**src/lcd_consts.svh**
```systemverilog
`ifndef LCD_CONSTS_SVH
`define LCD_CONSTS_SVH

// clock cycles per microsecond, raise to the real clock rate on hardware
`define LCD_CLK_PER_US 4

// converts a delay in microseconds into clock cycles
`define LCD_US2CYC(us) ((us) * `LCD_CLK_PER_US)

`define LCD_POWERUP_US 500 // panel power-up wait
`define LCD_SETUP_US 1 // bus valid to enable rising
`define LCD_E_HIGH_US 13 // enable high time
`define LCD_CMD_SLOT_US 50 // full slot of a host write

// init slots, enable phase plus the settle time of each step
`define LCD_INIT_SLOT0_US 60 // function set
`define LCD_INIT_SLOT1_US 60 // display on/off control
`define LCD_INIT_SLOT2_US 210 // display clear
`define LCD_INIT_SLOT3_US 110 // entry mode set

`define LCD_QUEUE_DEPTH 4 // host request FIFO entries

`define LCD_SLOT_W 9 // slot length in us
`define LCD_CYC_W 20 // cycle counters, room for 500 us at 50 MHz

`endif

```
**src/lcd_bus_pkg.sv**
```systemverilog
package lcd_bus_pkg;

	// opcode class patterns, the highest set bit picks the instruction
	typedef enum logic [7:0] {
		lcd_op_clear = 8'b0000_0001,
		lcd_op_entry = 8'b0000_0100,
		lcd_op_display = 8'b0000_1000,
		lcd_op_func = 8'b0010_0000
	} lcd_op_e;

	// DL bit of function set, eight-bit interface
	localparam logic [7:0] lcd_fs_dl8 = 8'b0001_0000;

	// panel word seen as an instruction, rs low
	typedef struct packed {
		logic rs;
		logic rw;
		logic [7:0] opcode; // class bits plus its fields
	} lcd_instr_t;

	// panel word seen as a character write, rs high
	typedef struct packed {
		logic rs;
		logic rw;
		logic [7:0] code; // CGROM character code
	} lcd_char_t;

	// one ten-bit word on the panel bus
	typedef union packed {
		lcd_instr_t instr;
		lcd_char_t chr;
	} lcd_word_u;

endpackage

```
**src/lcd_cfg_pkg.sv**
```systemverilog
package lcd_cfg_pkg;

	// static panel setup, sampled when the init sequence runs
	typedef struct packed {
		logic two_lines; // N bit of function set
		logic font_5x10; // F bit of function set
		logic display_on; // D bit of display control
		logic cursor_on; // C bit
		logic blink_on; // B bit
		logic increment; // I/D bit of entry mode
		logic shift; // S bit, shift display on write
	} lcd_cfg_t;

endpackage

```
**src/lcd_bus_timer.sv**
```systemverilog
`timescale 1ns/1ps
`include "lcd_consts.svh"

module lcd_bus_timer import lcd_bus_pkg::*; (
	input logic clk,
	input logic rst_n,
	input logic start,
	input lcd_word_u word,
	input logic [`LCD_SLOT_W-1:0] slot_us,
	output logic idle,
	output logic done,
	output logic lcd_e,
	output logic lcd_rs,
	output logic lcd_rw,
	output logic [7:0] lcd_data
);

	localparam logic [`LCD_CYC_W-1:0] setup_cyc = `LCD_CYC_W'(`LCD_US2CYC(`LCD_SETUP_US));
	localparam logic [`LCD_CYC_W-1:0] high_cyc = `LCD_CYC_W'(`LCD_US2CYC(`LCD_E_HIGH_US));
	localparam logic [`LCD_CYC_W-1:0] e_off = setup_cyc + high_cyc;

	logic busy;
	logic [`LCD_CYC_W-1:0] cnt; // cycles since start was taken
	logic [`LCD_CYC_W-1:0] slot_cyc;

	assign idle = !busy;

	// cnt is 1 in the first cycle after start, the slot ends when it reaches slot_cyc
	always_ff @(posedge clk or negedge rst_n) begin
		if (!rst_n) begin
			busy <= 1'b0;
			cnt <= '0;
			done <= 1'b0;
			lcd_e <= 1'b0;
			lcd_rs <= 1'b0;
			lcd_rw <= 1'b0;
			lcd_data <= '0;
		end else begin
			done <= 1'b0;
			if (!busy) begin
				if (start) begin
					busy <= 1'b1;
					cnt <= `LCD_CYC_W'(1);
					lcd_rs <= word.instr.rs; // bus valid from here
					lcd_rw <= word.instr.rw;
					lcd_data <= word.instr.opcode;
				end
			end else begin
				cnt <= cnt + 1'b1;
				lcd_e <= (cnt >= setup_cyc) && (cnt < e_off); // high for cnt setup+1..e_off
				if (cnt == e_off) begin
					// enable falls now, bus back to idle zero
					lcd_rs <= 1'b0;
					lcd_rw <= 1'b0;
					lcd_data <= '0;
				end
				if (cnt + 1'b1 == slot_cyc) begin
					busy <= 1'b0;
					done <= 1'b1;
				end
			end
		end
	end

	always_ff @(posedge clk) begin
		if (!busy && start)
			slot_cyc <= `LCD_CYC_W'(`LCD_US2CYC(slot_us));
	end

endmodule

```
**src/lcd_ctrl.sv**
```systemverilog
`timescale 1ns/1ps
`include "lcd_consts.svh"

module lcd_ctrl import lcd_bus_pkg::*; (
	input logic clk,
	input logic rst_n,
	output logic [1:0] step_idx,
	input lcd_word_u init_word,
	input logic [`LCD_SLOT_W-1:0] init_slot,
	input logic q_valid,
	output logic q_ready,
	input lcd_word_u q_word,
	output logic start,
	output lcd_word_u word,
	output logic [`LCD_SLOT_W-1:0] slot_us,
	input logic idle,
	input logic done,
	output logic init_done
);

	localparam logic [`LCD_CYC_W-1:0] pwr_last =
		`LCD_CYC_W'(`LCD_US2CYC(`LCD_POWERUP_US) - 1);

	typedef enum logic [2:0] {
		power_wait,
		init_issue,
		init_wait,
		run_idle,
		run_wait
	} state_t;

	state_t state;
	logic [1:0] step; // next init step to send
	logic [`LCD_CYC_W-1:0] pwr_cnt;
	logic issue_init;
	logic issue_host;

	assign step_idx = step;

	// pop only when the timer is free and no start is in flight
	assign q_ready = (state == run_idle || state == run_wait) && idle && !start;
	assign issue_host = q_valid && q_ready;

	// step wraps to 0 once step 3 has gone out
	assign issue_init = (state == init_issue && idle) ||
		(state == init_wait && done && step != 2'd0);

	always_ff @(posedge clk or negedge rst_n) begin
		if (!rst_n) begin
			state <= power_wait;
			step <= 2'd0;
			pwr_cnt <= '0;
			start <= 1'b0;
			init_done <= 1'b0;
		end else begin
			start <= issue_init || issue_host;
			if (issue_init)
				step <= step + 1'b1;
			case (state)
				power_wait: begin
					pwr_cnt <= pwr_cnt + 1'b1;
					if (pwr_cnt == pwr_last)
						state <= init_issue;
				end
				init_issue: if (idle) state <= init_wait;
				init_wait: begin
					if (done && step == 2'd0) begin
						init_done <= 1'b1; // fourth slot over
						state <= run_idle;
					end
				end
				run_idle: if (issue_host) state <= run_wait;
				run_wait: begin
					if (!issue_host && idle && !start)
						state <= run_idle; // slot over, queue empty
				end
				default: state <= power_wait;
			endcase
		end
	end

	always_ff @(posedge clk) begin
		if (issue_init) begin
			word <= init_word;
			slot_us <= init_slot;
		end else if (issue_host) begin
			word <= q_word;
			slot_us <= `LCD_SLOT_W'(`LCD_CMD_SLOT_US);
		end
	end

endmodule

```
**src/lcd_init_seq.sv**
```systemverilog
`timescale 1ns/1ps
`include "lcd_consts.svh"

module lcd_init_seq import lcd_cfg_pkg::*, lcd_bus_pkg::*; (
	input logic [1:0] step_idx,
	input lcd_cfg_t cfg,
	output lcd_word_u init_word,
	output logic [`LCD_SLOT_W-1:0] init_slot
);

	logic [7:0] opcode;

	// instruction byte of each init step
	always_comb begin
		case (step_idx)
			2'd0: begin
				// 8-bit bus, line count and font
				opcode = lcd_op_func | lcd_fs_dl8 |
					{4'b0000, cfg.two_lines, cfg.font_5x10, 2'b00};
				init_slot = `LCD_SLOT_W'(`LCD_INIT_SLOT0_US);
			end
			2'd1: begin
				opcode = lcd_op_display |
					{5'b00000, cfg.display_on, cfg.cursor_on, cfg.blink_on};
				init_slot = `LCD_SLOT_W'(`LCD_INIT_SLOT1_US);
			end
			2'd2: begin
				opcode = lcd_op_clear; // long slot, panel clears its RAM
				init_slot = `LCD_SLOT_W'(`LCD_INIT_SLOT2_US);
			end
			default: begin
				opcode = lcd_op_entry | {6'b000000, cfg.increment, cfg.shift};
				init_slot = `LCD_SLOT_W'(`LCD_INIT_SLOT3_US);
			end
		endcase
	end

	always_comb begin
		init_word.instr.rs = 1'b0; // all init steps are instructions
		init_word.instr.rw = 1'b0;
		init_word.instr.opcode = opcode;
	end

endmodule

```
**src/lcd_req_queue.sv**
```systemverilog
`timescale 1ns/1ps
`include "lcd_consts.svh"

module lcd_req_queue import lcd_bus_pkg::*; (
	input logic clk,
	input logic rst_n,
	input logic req_valid,
	output logic req_ready,
	input logic req_rs,
	input logic [7:0] req_data,
	output logic q_valid,
	input logic q_ready,
	output lcd_word_u q_word
);

	localparam int depth = `LCD_QUEUE_DEPTH;
	localparam int ptr_w = (depth > 1) ? $clog2(depth) : 1;
	localparam int cnt_w = $clog2(depth + 1);

	lcd_word_u mem [depth];
	lcd_word_u in_word;
	logic [ptr_w-1:0] wr_ptr;
	logic [ptr_w-1:0] rd_ptr;
	logic [cnt_w-1:0] count;
	logic [cnt_w-1:0] count_nxt;
	logic push;
	logic pop;

	function automatic logic [ptr_w-1:0] ptr_inc(input logic [ptr_w-1:0] p);
		return (p == ptr_w'(depth - 1)) ? '0 : p + 1'b1; // wrap for any depth
	endfunction

	assign req_ready = (count != cnt_w'(depth)); // room left, valid not looked at
	assign push = req_valid && req_ready;
	assign pop = q_valid && q_ready;
	assign q_word = mem[rd_ptr];

	always_comb begin
		in_word.chr.rs = req_rs;
		in_word.chr.rw = 1'b0; // write-only panel
		in_word.chr.code = req_data;
	end

	always_comb begin
		case ({push, pop})
			2'b10: count_nxt = count + 1'b1;
			2'b01: count_nxt = count - 1'b1;
			default: count_nxt = count; // none, or push and pop together
		endcase
	end

	always_ff @(posedge clk or negedge rst_n) begin
		if (!rst_n) begin
			wr_ptr <= '0;
			rd_ptr <= '0;
			count <= '0;
			q_valid <= 1'b0;
		end else begin
			if (push)
				wr_ptr <= ptr_inc(wr_ptr);
			if (pop)
				rd_ptr <= ptr_inc(rd_ptr);
			count <= count_nxt;
			q_valid <= (count_nxt != '0); // registered, one cycle after push
		end
	end

	always_ff @(posedge clk) begin
		if (push)
			mem[wr_ptr] <= in_word;
	end

endmodule

```
**src/lcd_top.sv**
```systemverilog
`timescale 1ns/1ps
`include "lcd_consts.svh"

module lcd_top import lcd_cfg_pkg::*, lcd_bus_pkg::*; (
	input logic clk,
	input logic rst_n,
	input lcd_cfg_t cfg,
	input logic req_valid,
	output logic req_ready,
	input logic req_rs,
	input logic [7:0] req_data,
	output logic lcd_e,
	output logic lcd_rs,
	output logic lcd_rw,
	output logic [7:0] lcd_data,
	output logic init_done
);

	logic q_valid;
	logic q_ready;
	lcd_word_u q_word;
	logic [1:0] step_idx;
	lcd_word_u init_word;
	logic [`LCD_SLOT_W-1:0] init_slot;
	logic start;
	lcd_word_u word;
	logic [`LCD_SLOT_W-1:0] slot_us;
	logic idle;
	logic done;

	lcd_req_queue i_queue (
		.clk(clk),
		.rst_n(rst_n),
		.req_valid(req_valid),
		.req_ready(req_ready),
		.req_rs(req_rs),
		.req_data(req_data),
		.q_valid(q_valid),
		.q_ready(q_ready),
		.q_word(q_word)
	);

	lcd_init_seq i_init_seq (
		.step_idx(step_idx),
		.cfg(cfg),
		.init_word(init_word),
		.init_slot(init_slot)
	);

	lcd_bus_timer i_timer (
		.clk(clk),
		.rst_n(rst_n),
		.start(start),
		.word(word),
		.slot_us(slot_us),
		.idle(idle),
		.done(done),
		.lcd_e(lcd_e),
		.lcd_rs(lcd_rs),
		.lcd_rw(lcd_rw),
		.lcd_data(lcd_data)
	);

	lcd_ctrl i_ctrl (
		.clk(clk),
		.rst_n(rst_n),
		.step_idx(step_idx),
		.init_word(init_word),
		.init_slot(init_slot),
		.q_valid(q_valid),
		.q_ready(q_ready),
		.q_word(q_word),
		.start(start),
		.word(word),
		.slot_us(slot_us),
		.idle(idle),
		.done(done),
		.init_done(init_done)
	);

endmodule

```
**config.mk**
```make
export PLATFORM = sky130hd
export DESIGN_NAME = lcd_top
export DESIGN_NICKNAME = d
export VERILOG_FILES = /design/src/lcd_bus_pkg.sv /design/src/lcd_cfg_pkg.sv /design/src/lcd_bus_timer.sv /design/src/lcd_ctrl.sv /design/src/lcd_init_seq.sv /design/src/lcd_req_queue.sv /design/src/lcd_top.sv
export VERILOG_INCLUDE_DIRS = /design/src
export SDC_FILE = /design/constraint.sdc
export NUM_CORES = 1
export LEC_CHECK = 0
export ABC_AREA = 1
export BUFFER_PORTS_ARGS = -buffer_cell sky130_fd_sc_hd__buf_4
export CAP_MARGIN = 20
export CORE_MARGIN = 2
export CORE_UTILIZATION = 40
export CTS_CLUSTER_DIAMETER = 50
export DETAILED_ROUTE_END_ITERATION = 16
export GPL_TIMING_DRIVEN = 0
export PLACE_DENSITY = 0.54
export SLEW_MARGIN = 20
export SYNTH_ARGS = -nofsm -noshare
export SYNTH_HDL_FRONTEND = slang
export SYNTH_SLANG_ARGS = --single-unit
```
**constraint.sdc**
```tcl
create_clock -name clk -period 2.5 [get_ports clk]
set_input_delay 0.25 -clock clk [delete_from_list [all_inputs] [get_ports clk]]
set_output_delay 0.25 -clock clk [all_outputs]
set_load 0.05 [all_outputs]
```
[Yosys cells after proc, flatten, opt, wreduce, memory -nomap -nowiden]
Memories as Yosys holds them, arrays and structs flattened.
Index checks and enable logic that the tools add are counted.
Widths: inputs -> output; s select.
Storage, ports and cells
  register bits: 96
  word-level logic and storage cells: 110
  memories kept: 1
  memory bits (writable): 36
  input port bits: 19
  output and inout bits: 13
Memory list
  i_queue.mem: depth 4, width 9, read ports 1, clocked after memory_dff 0, write ports 1, RTL line lcd_req_queue.sv:20  | lcd_word_u mem [depth];
Operators by class
  add/subtract/negate cells: 7
  $lt $le $gt $ge: 2
  reductions and logical operators: 28
  mux-type cells: 32
  equality and inequality tests: 20
Operators by type and width (number)
  $add 20x1->20 const B: 2
  $mux 20: 2
  $mux 8: 5
  $eq 20x11->1: 1
  $eq 20x11->1 const B: 1
  $eq 20x6->1 const B: 1
  $ge 20x3->1 const B: 1
  $lt 20x6->1 const B: 1
  $mux 9: 2
  $pmux 6 s3: 1
  $pmux 8 s2: 1
  $mux 3: 5
  $pmux 3 s5: 1
  $logic_and 1x1->1: 12
  $mux 1: 12
  $eq 2x2->1 const B: 4
  $ne 2x2->1 const B: 4
  $add 2x1->2 const B: 3
  $eq 3x2->1 const B: 2
  $pmux 3 s2: 1
  $reduce_bool 2->1: 3
  $reduce_and 5->1: 1
  $eq 2x1->1 const B: 2
  $mux 2: 2
  13 further kinds: 19

[Longest topological paths before layout]
Gate-level depths: netlist (run 1).
  word-level depth: 10
  mapped depth: 12
  mapped depth without buffers: 12

[Modules after synthesis]
From an unflattened synthesis (run 1), not the netlist that was laid out.
Unflattened totals
  cells, all modules: 765
  area total of the unflattened synthesis: 6700.2 sq um
Modules (own cells, without submodules)
  lcd_ctrl: cells an instance 271, seq. area each 1246.2 sq um, times used 1, area each 2368.5 sq um
  lcd_bus_timer: cells an instance 305, seq. area each 1096.1 sq um, times used 1, area each 2290.9 sq um
  lcd_req_queue: cells an instance 158, seq. area each 1281.2 sq um, times used 1, area each 1870.5 sq um
  lcd_init_seq: cells an instance 31, seq. area each 0.0 sq um, times used 1, area each 170.2 sq um

[Worst setup path before layout (run 1)]
No wires, ideal clock.
  path kind: flip-flop to flip-flop
  from: register i_queue.count[0]
  to: register i_queue.q_valid
  arrival time: 2.356 ns
  required time: 2.369 ns
  library setup time: 0.131 ns
  setup slack: 0.013 ns
  buffers on the path: 0
  stages on the path, launching flop included: 10
  period minus slack after synthesis: 2.487 ns
  path through: dfrtp_1 nor2_1 nand2_1 nand2_1 ha_1 fa_1 a21oi_1 o21ai_0 xnor2_1 or3_1
Between the ends
  cells in the longest elaborated chain, start to end: 5
  elaborated cells between the ends (all ways): 8
  classes of those cells: add/sub: 2; eq/ne: 3; mux: 1; reduce/logical: 2
RTL lines
  start: declaration: RTL line lcd_req_queue.sv:24  | logic [cnt_w-1:0] count;
  start signal: assignment: RTL line lcd_req_queue.sv:63  | count <= count_nxt;
  $ne 3x3->1 *: RTL line lcd_req_queue.sv:33  | assign req_ready = (count != cnt_w'(depth));
  net req_ready: RTL line lcd_top.sv:9  | output logic req_ready,
  $logic_and 1x1->1 *: RTL line lcd_req_queue.sv:34  | assign push = req_valid && req_ready;
  $eq 2x1->1 / $eq 2x2->1 (equally long branches): RTL line lcd_req_queue.sv:45  | case ({push, pop})
  $pmux 3 s2 *: RTL line lcd_req_queue.sv:45
  net i_queue.count_nxt[2]: RTL line lcd_req_queue.sv:25  | logic [cnt_w-1:0] count_nxt;
  $reduce_bool 3->1 *: RTL line lcd_req_queue.sv:64  | q_valid <= (count_nxt != '0);
  end signal: assignment: RTL line lcd_req_queue.sv:64
  end: declaration: RTL line lcd_req_queue.sv:11  | output logic q_valid,
Mark *: on every way through the listed nets, which the timed path passes. The rest lies on a longest branch.
A chain may end at the register's enable or synchronous reset.

[Worst setup path in the final report (run 1)]
  from: register i_queue.count[0]
  to: register i_queue.q_valid
Between the ends
  cells in the longest elaborated chain, start to end: 5
  elaborated cells between the ends (all ways): 8
  classes of those cells: add/sub: 2; eq/ne: 3; mux: 1; reduce/logical: 2
RTL lines (RTL line)
  $ne 3x3->1: lcd_req_queue.sv:33
  $logic_and 1x1->1: lcd_req_queue.sv:34
  $eq 2x1->1 / $eq 2x2->1 (equally long branches): lcd_req_queue.sv:45
  $pmux 3 s2 *: lcd_req_queue.sv:45
  net i_queue.count_nxt[2]: lcd_req_queue.sv:25
  $reduce_bool 3->1 *: lcd_req_queue.sv:64
Marked as above.

==> results.cfg, run 1 <==
[run_status]
status = finished with violations
violations = negative hold slack

[power_and_ir_drop]
power.leakage_uw = 0.00300
vdd_drop_max_mv = 0.749
p_per_area_mw_per_mm2 = 754

[drt]
ant_nets = 0
drt-vias-per-instance = 4.99
wl_per_cell_um = 14.5
vias = 4364
drt-total-wl_um = 12600
drc = 0
drt-initial-drc-count = 230
firstDrtPassIters = 4

[worst_setup_path]
r2r_setup_slack_ps = 210
worst_r2r_path_depth = 9
crit_required_ps = 2790
reg2reg_to = i_queue.q_valid
worstReg2RegStart = i_queue.count[0]
worstPathMaxFanout = 9
critPathKind = reg -> reg
arrival_ps = 2580
end_kind = register
critical_path.startpoint = i_queue.count[0]
worstSetupStartpointType = register

[timing]
setup_tns_ps = 0
final_max_slew_viol_count = 0
max-slew-margin-rel_pct = 40.8
skew_ps = 7.59
setup_violations = 0
whs_ps = -45.1
fmax_mhz = 437
rsz0062_at_grt = false
worst_pin_slew_ps = 888
post-route-period-util_pct = 91.6
hold_viol_final = 64
setup_ws_ps = 210
fin_crit_ps = 2290

[placed_design]
dp_hpwl_um = 8870
dp_slack_ps = -12.4
port_buffers = 30
routabilityCongestion = 0.852

[synthesis]
synth_cell_types = 40
synth_cells = 628
synth_flop_cell = dfrtp_1
synth.avg_cell_area_um2 = 9.39
syn-num-nets = 663
yosysWarnings = 0
ys_seq_area_share_pct = 57.3
synth_edf_count = 56
ys_ff_latch = 124
syn-cell-area_mm2 = 0.00590
async_flop_share_pct = 54.0

[grt]
grt_overflow_total = 0
grt_pass1_vias = 4262
antenna_found_initial = 0
grt_pass1_wl_um = 21200
grt_start_max_net_pins = 68
track_usage_pct = 17.0

[clocking]
path_clk_slew_ps = 60
worstSkewPairLatency_ps = 410
cts_tree = built
cts_inserted_buffers = 17
cts_root_buf = clkbuf_16
h-tree-depth = 4
cts_setup_buffers = 0
ctsLongestPathBuffers = 2
clock-sinks = 124

[cells_and_area]
areaGrowthSynthToFinish_pct = 18.3
final_nets = 712
antenna_cells = 0
fill_cells = 1359
layout-drive-gt1-share_pct = 13.3

[floorplan]
die_width_um = 125
start_util_pct = 40.7
ios = 32
fp-row-count = 44
die_h_um = 125
dieArea_mm2 = 0.0157
core-area_mm2 = 0.0145

[flow_run]
timing.max_cap.violations = 0

[hold_path]
min_path_type = in -> async
[layer usage]
| metal | share of wire, % | GRT usage, % | wire length, um |
|---|---|---|---|
| met5 | 0 | 0 | 0 |
| met4 | 1.5 | 5.56 | 190 |
| met3 | 4.6 | 4.75 | 580 |
| met2 | 47 | 26.2 | 5880 |
| met1 | 47 | 23.2 | 5980 |
[registers in the layout, summed over array words and instances (netlist names), 6 cells and up]
| signal | flops |
|---|---|
| i_ctrl.pwr_cnt | 20 |
| i_ctrl.slot_us | 6 |
| i_ctrl.word | 9 |
| i_queue.mem | 36 |
| i_timer.cnt | 20 |
| i_timer.lcd_data | 8 |
| i_timer.slot_cyc | 6 |
[worst max-delay path by stage]
stage / to / slack (ps) / cells past startpoint
2_1_floorplan: i_queue.q_valid / 10 / 9
3_3_place_gp: i_queue.q_valid / 30 / 7
3_5_place_dp: i_queue.q_valid / -10 / 7
4_1_cts: i_queue.q_valid / 20 / 9
5_1_grt: i_queue.q_valid / 20 / 9
6_report: i_queue.q_valid / 210 / 9
[kinds of logic after synthesis]
kind of cell	Yosys count	synth area share, %
adder cells (fa/ha/maj)	16	3.52
AO/OA/AOI/OAI	90	8.40
multiplexers	1	0.191
XOR/XNOR	20	2.97
flip-flops	124	57.3
other	1	0.0636
buffers and inverters	92	5.98
AND/OR/NAND/NOR	284	21.6
[through the flow]
step	instances	cell area, um^2	hold WS, ps	util [%]	total power [uW]
4_1_cts	874	6950	4.87	48.0	5320
5_1_grt	874	6970	20.8	48.2	5490
3_3_place_gp	842	6350	403	43.9	2790
6_report	874	6970	-45.1	48.2	5260
3_5_place_dp	842	6350	405	43.9	2810
2_1_floorplan	628	5900	-45.6	-	2650
[layout make-up]
type | instances | area [um^2] | share of cell area (%)
buffer | 10 | 45.0 | 0.646
multi-input combinational | 412 | 2190 | 31.4
sequential | 124 | 3380 | 48.4
clock buffer | 17 | 425 | 6.10
inverter | 82 | 308 | 4.41
clock inverter | 15 | 175 | 2.51
timing repair buffer | 30 | 225 | 3.23
tap | 184 | 230 | 3.30
[power by group]
| group | switching (uW) | internal (uW) | total, uW |
|---|---|---|---|
| sequential | 63.1 | 2310 | 2370 |
| combinational | 254 | 132 | 386 |
| clock | 991 | 1510 | 2500 |
| total | 1310 | 3950 | 5260 |
[synthesized netlist by cell type, types with 9 or more instances]
cell type	n	share of area [%]
dfrtp_1	67	28
o22ai_1	14	1.5
edfxtp_1	56	29
nand2_1	132	8.4
nand3_1	41	3.5
nor2_1	68	4.3
a21oi_1	15	1.3
inv_1	80	5.1
xnor2_1	11	1.6
o21ai_0	51	4.3
ha_1	15	3.2
xor2_1	9	1.3
[worst max-delay path, stage by stage, from the launching register on]
cell     delay [ps]
dfrtp_1         420
nor2_1           60
nand2_1          90
nand2_1         220
ha_4            260
fa_1            380
a21oi_1         140
o21ai_0         130
xnor2_1         160
or3_1           320
[layout by cell type (no fill, tap or decap), drive strengths merged]
cell type / netlist / layout
xor2: 9 / 9
a221o: 2 / 2
ha: 15 / 15
o22ai: 14 / 14
nand4: 8 / 8
o2111ai: 1 / 1
edfxtp: 56 / 56
conb: 1 / 1
bufinv: 0 / 2
nor4: 5 / 5
clkbuf: 8 / 25
clkinv: 2 / 6
and2: 2 / 2
nor3: 8 / 8
buf: 2 / 32
a21oi: 15 / 15
o21ai: 53 / 53
nand3b: 2 / 2
dfrtp: 67 / 67
xnor2: 11 / 11
a31oi: 3 / 3
mux2: 1 / 1
or2: 1 / 1
nand2: 136 / 136
nand3: 42 / 42
o21a: 1 / 1
fa: 1 / 1
a31o: 1 / 1
dfxtp: 1 / 1
nor2: 79 / 79
or3: 1 / 1
inv: 80 / 89
[what timing repair did]
item / in CTS / in global routing
gates resized for setup: 1 / 6
setup endpoints to repair: 1 / 15
pin swaps: 0 / 1
hold buffers: 0 / 0
Note: power is estimated with default switching activity, not from simulation.
==> run 2, diff against run 1 <==
--- a/config.mk
+++ b/config.mk
@@ -15,4 +15,5 @@
 export DETAILED_ROUTE_END_ITERATION = 16
 export GPL_TIMING_DRIVEN = 0
+export MAX_ROUTING_LAYER = met4
 export PLACE_DENSITY = 0.54
 export SLEW_MARGIN = 20
==> constraint.sdc (replaced) <==
create_clock -name clk -period 2.5 [get_ports clk]
set_input_delay 0.25 -clock clk [delete_from_list [all_inputs] [get_ports clk]]
set_output_delay 0.25 -clock clk [all_outputs]
set_load 0.005 [all_outputs]
==> results.cfg, run 2 (synthesis results as in run 1) <==
[cells_and_area]
layout-drive-gt1-share_pct = 13.3
final_cell_mix = nand2_1 (131), inv_1 (78), nor2_1 (67), dfrtp_1 (67), edfxtp_1 (56)
antenna_cells = 0
final_common_cell = nand2_1
fin_util_pct = 48.2
final_nets = 712
fill_cells = 1359
regMostFlops = i_queue.mem
areaGrowthSynthToFinish_pct = 18.3
top_regs = i_queue.mem x36, i_ctrl.pwr_cnt x20, i_timer.cnt x20
largest_reg_flops = 36

[drt]
drc = 0
drt-initial-drc-count = 244
vias = 4372
wl_per_cell_um = 14.5
drt-total-wl_um = 12600
ant_nets = 0
drt-vias-per-instance = 5.00
firstDrtPassIters = 5

[timing]
max-slew-margin-rel_pct = 40.2
rsz0062_at_grt = false
hold_viol_final = 63
skew_ps = 9.51
fin_crit_ps = 2290
final_max_slew_viol_count = 0
post-route-period-util_pct = 91.6
whs_ps = -42.3
setup_violations = 0
fmax_mhz = 437
worst_pin_slew_ps = 894

[grt]
grt_use_met2_pct = 26.3
grt_start_max_net_pins = 68
grt_use_met3_pct = 4.66
track_usage_pct = 17.5
grt.busiest_layer = met2
grt_overflow_total = 0
antenna_found_initial = 0
grt_pass1_wl_um = 21200
grt_pass1_vias = 4262
use_met1_pct = 23.1

[power_and_ir_drop]
p_seq_share_pct = 45.3
finalPower_uw = 5240
power.leakage_uw = 0.00300
p_per_area_mw_per_mm2 = 751
p_clk_share_pct = 47.8
vdd_drop_max_mv = 0.752
switching_share_pct = 24.6
p_comb_share_pct = 6.9
p_int_uw = 3950
p_switching_uw = 1290

[worst_setup_path]
worstSetupStartpointType = register
end_kind = register
critPathKind = reg -> reg
crit_required_ps = 2790
worstPathMaxFanout = 9
arrival_ps = 2580
worst_r2r_path_depth = 9

[placed_design]
dp_hpwl_um = 8870
routabilityCongestion = 0.865
port_buffers = 30

[clocking]
cts_setup_buffers = 0
path_clk_slew_ps = 60
h-tree-depth = 4
worstSkewPairLatency_ps = 410
ctsLongestPathBuffers = 2
cts_root_buf = clkbuf_16
cts_tree = built
clock-sinks = 124
cts_inserted_buffers = 17
hold_buffers = 0

[flow_run]
timing.max_cap.violations = 0

[floorplan]
core-area_mm2 = 0.0145
ios = 32
die_h_um = 125
start_util_pct = 40.7
dieArea_mm2 = 0.0157
fp-row-count = 44
die_width_um = 125

[hold_path]
min_path_type = in -> async

[run_status]
status = finished with violations
violations = negative hold slack
[run 2: cell counts in the layout (fill, tap and decap cells not counted)]
No cell type changed its count.
[run 2: final timing paths]
kind / start / to / slack, ps
hold / removal: rst_n / i_timer.cnt[12] / -40
setup reg to reg: i_queue.count[0] / i_queue.q_valid / 210
setup / recovery: i_queue.count[0] / i_queue.q_valid / 210
max in group asynchronous: rst_n / i_timer.lcd_data[4] / 1950
hold reg to reg: i_ctrl.slot_us[5] / i_timer.slot_cyc[7] / 420
min in group clk: req_data[0] / i_queue.mem[2][0] / 30
[run 2: layout make-up]
| type | count | area (um^2) | share of cell area, % |
|---|---|---|---|
| clock inverters | 15 | 175 | 2.51 |
| inverters | 82 | 308 | 4.41 |
| clock buffers | 17 | 425 | 6.10 |
| multi-input cells | 412 | 2190 | 31.4 |
| plain buffers | 10 | 45.0 | 0.646 |
| repair buffers | 30 | 225 | 3.23 |
| flip-flops and latches | 124 | 3380 | 48.4 |
| well taps | 184 | 230 | 3.30 |
[run 2: repair_timing]
item,CTS,global route
gates resized for setup,1,6
setup endpoints to repair,1,15
pin swaps,0,1
[run 2: power by group through the flow]
| stage | Combinational [uW] | Clock (uW) | Sequential [uW] |
|---|---|---|---|
| after global placement | 354 | 0 | 2410 |
| final | 363 | 2500 | 2370 |
| after global routing | 427 | 2650 | 2390 |
| after CTS | 369 | 2550 | 2370 |
| after floorplan | 228 | 0 | 2400 |
| after detailed placement | 366 | 0 | 2410 |
[run 2: through the flow]
| stage | setup TNS (ps) | instances | worst slack (ps) | instance area [um^2] | hold slack (ps) |
|---|---|---|---|---|---|
| after floorplan | 0 | 628 | 290 | 5900 | -45.6 |
| after global placement | 0 | 842 | 25.2 | 6350 | 403 |
| after detailed placement | -12.4 | 842 | -12.4 | 6350 | 405 |
| after CTS | 0 | 874 | 16.6 | 6950 | 4.87 |
| after global routing | 0 | 874 | 24.7 | 6970 | 20.7 |
| final | 0 | 874 | 211 | 6970 | -42.3 |
[run 2: worst max-delay path, stage by stage (launching register included)]
cell and delay (ps):
dfrtp_1 410, nor2_1 60, nand2_1 90, nand2_1 220, ha_4 260, fa_1 380, a21oi_1 140, o21ai_0 130
xnor2_1 160, or3_1 320
[run 2: metal layers]
layer / vias up / part of all wire [%]
met5: - / 0
met3: 20 / 3.7
li1: 2184 / -
met4: 0 / 2.0
met2: 83 / 45
met1: 2085 / 49
==> run 3, diff against run 2 <==
- CORE_MARGIN: 2 -> 5
- MAX_ROUTING_LAYER: met4 -> unset
==> results.cfg, run 3 (synthesis results as in run 1) <==
[cells_and_area]
antenna_cells = 0
final_cell_mix = nand2_1 (131), inv_1 (79), nor2_1 (67), dfrtp_1 (67), edfxtp_1 (56)
areaGrowthSynthToFinish_pct = 18.3
final_nets = 714
regMostFlops = i_queue.mem
top_regs = i_queue.mem x36, i_ctrl.pwr_cnt x20, i_timer.cnt x20
largest_reg_flops = 36
final_common_cell = nand2_1
layout-drive-gt1-share_pct = 12.9
fin_cells = 876

[worst_setup_path]
critical_path.startpoint = i_ctrl.state[2]
worstSetupStartpointType = register
worstPathMaxFanout = 4
critPathKind = reg -> reg
r2r_setup_slack_ps = 120
arrival_ps = 2660
end_kind = register
worstReg2RegStart = i_ctrl.state[2]
crit_required_ps = 2780

[clocking]
cts_inserted_buffers = 17
h-tree-depth = 4
cts_root_buf = clkbuf_16
cts_tree = built
path_clk_slew_ps = 60
worstSkewPairLatency_ps = 410
clock-sinks = 124
ctsLongestPathBuffers = 2

[drt]
drt-total-wl_um = 12500
vias = 4411
wl_per_cell_um = 14.3
drt-initial-drc-count = 252
drc = 0
ant_nets = 0
drt-vias-per-instance = 5.04
firstDrtPassIters = 5

[floorplan]
die_width_um = 131
ios = 32
start_util_pct = 40.7
dieArea_mm2 = 0.0173
fp-row-count = 44
die_h_um = 131
core-area_mm2 = 0.0145

[timing]
setup_ws_ps = 122
fmax_mhz = 420
worst_pin_slew_ps = 899
skew_ps = 10.3
post-route-period-util_pct = 95.1
hold_viol_final = 0
setup_violations = 0
whs_ps = 30.7
rsz0062_at_grt = false
final_max_slew_viol_count = 0
max-slew-margin-rel_pct = 39.9
fin_crit_ps = 2380

[grt]
grt_pass1_wl_um = 21600
grt_pass1_vias = 4396
track_usage_pct = 15.3
antenna_found_initial = 0
grt_overflow_total = 0
grt_start_max_net_pins = 68

[power_and_ir_drop]
power.leakage_uw = 0.00300
vdd_drop_max_mv = 0.690
p_per_area_mw_per_mm2 = 747

[flow_run]
timing.max_cap.violations = 0

[run_status]
status = complete, no violations

[placed_design]
dp_hpwl_um = 8800
dp_slack_ps = -56.3
routabilityCongestion = 0.838
port_buffers = 30
dp.cells = 842

[hold_path]
hp-start = req_data[3]
min_path_type = in -> reg
run 3: report_power, final:
part	switching, uW	leakage (uW)	internal, uW
clock network	977	0.000293	1500
registers	63.6	0.00142	2310
logic	226	0.00129	130
run 3: path summary, 6_finish.rpt:
path                                            end  cells past startpoint
worst max-delay path                i_queue.q_valid                     11
worst min register to register  i_timer.slot_cyc[3]                      0
min in group asynchronous       i_timer.lcd_data[0]                      2
worst min-delay path              i_queue.mem[1][3]                      1
worst max register to register      i_queue.q_valid                     11
max in group asynchronous         i_ctrl.pwr_cnt[7]                      2
run 3: worst max-delay path, stage by stage (launching register included):
cell and delay, ps:
dfrtp_1 400, inv_1 100, nand3_1 120, nand2_1 70
nand3_1 120, inv_2 70, ha_1 220, fa_1 400
a21oi_1 140, o21ai_0 130, xnor2_1 160, or3_1 330
run 3: layout make-up:
type                            count  area (um^2)
Timing Repair Buffer               32          243
Buffer                             10         45.0
Tap cell                          184          230
Clock inverter                     15          175
Fill cell                        1346         7500
Multi-Input combinational cell    412         2170
Clock buffer                       17          425
Inverter                           82          308
Sequential cell                   124         3380
run 3: per-layer routing:
layer	track usage [%]	share of wire, %
met1	20.0	46
met2	23.8	48
met3	4.85	4.5
met4	5.83	1.7
met5	0	0
run 3: repair_timing:
item                       4_1_cts  5_1_grt
gates resized for setup          2        1
hold endpoints to repair        40        0
pin swaps                        0        0
buffers inserted                 0        1
setup endpoints to repair        1       15
hold buffers                     1        0
run 3: per-stage QoR:
step	total power [uW]	cell area, um^2	util (%)	TNS [ps]
3_5_place_dp	2780	6350	43.9	-56.3
5_1_grt	5430	6970	48.2	0
2_1_floorplan	2620	5900	-	0
6_report	5210	6970	48.2	0
3_3_place_gp	2760	6350	43.9	0
4_1_cts	5280	6960	48.1	0
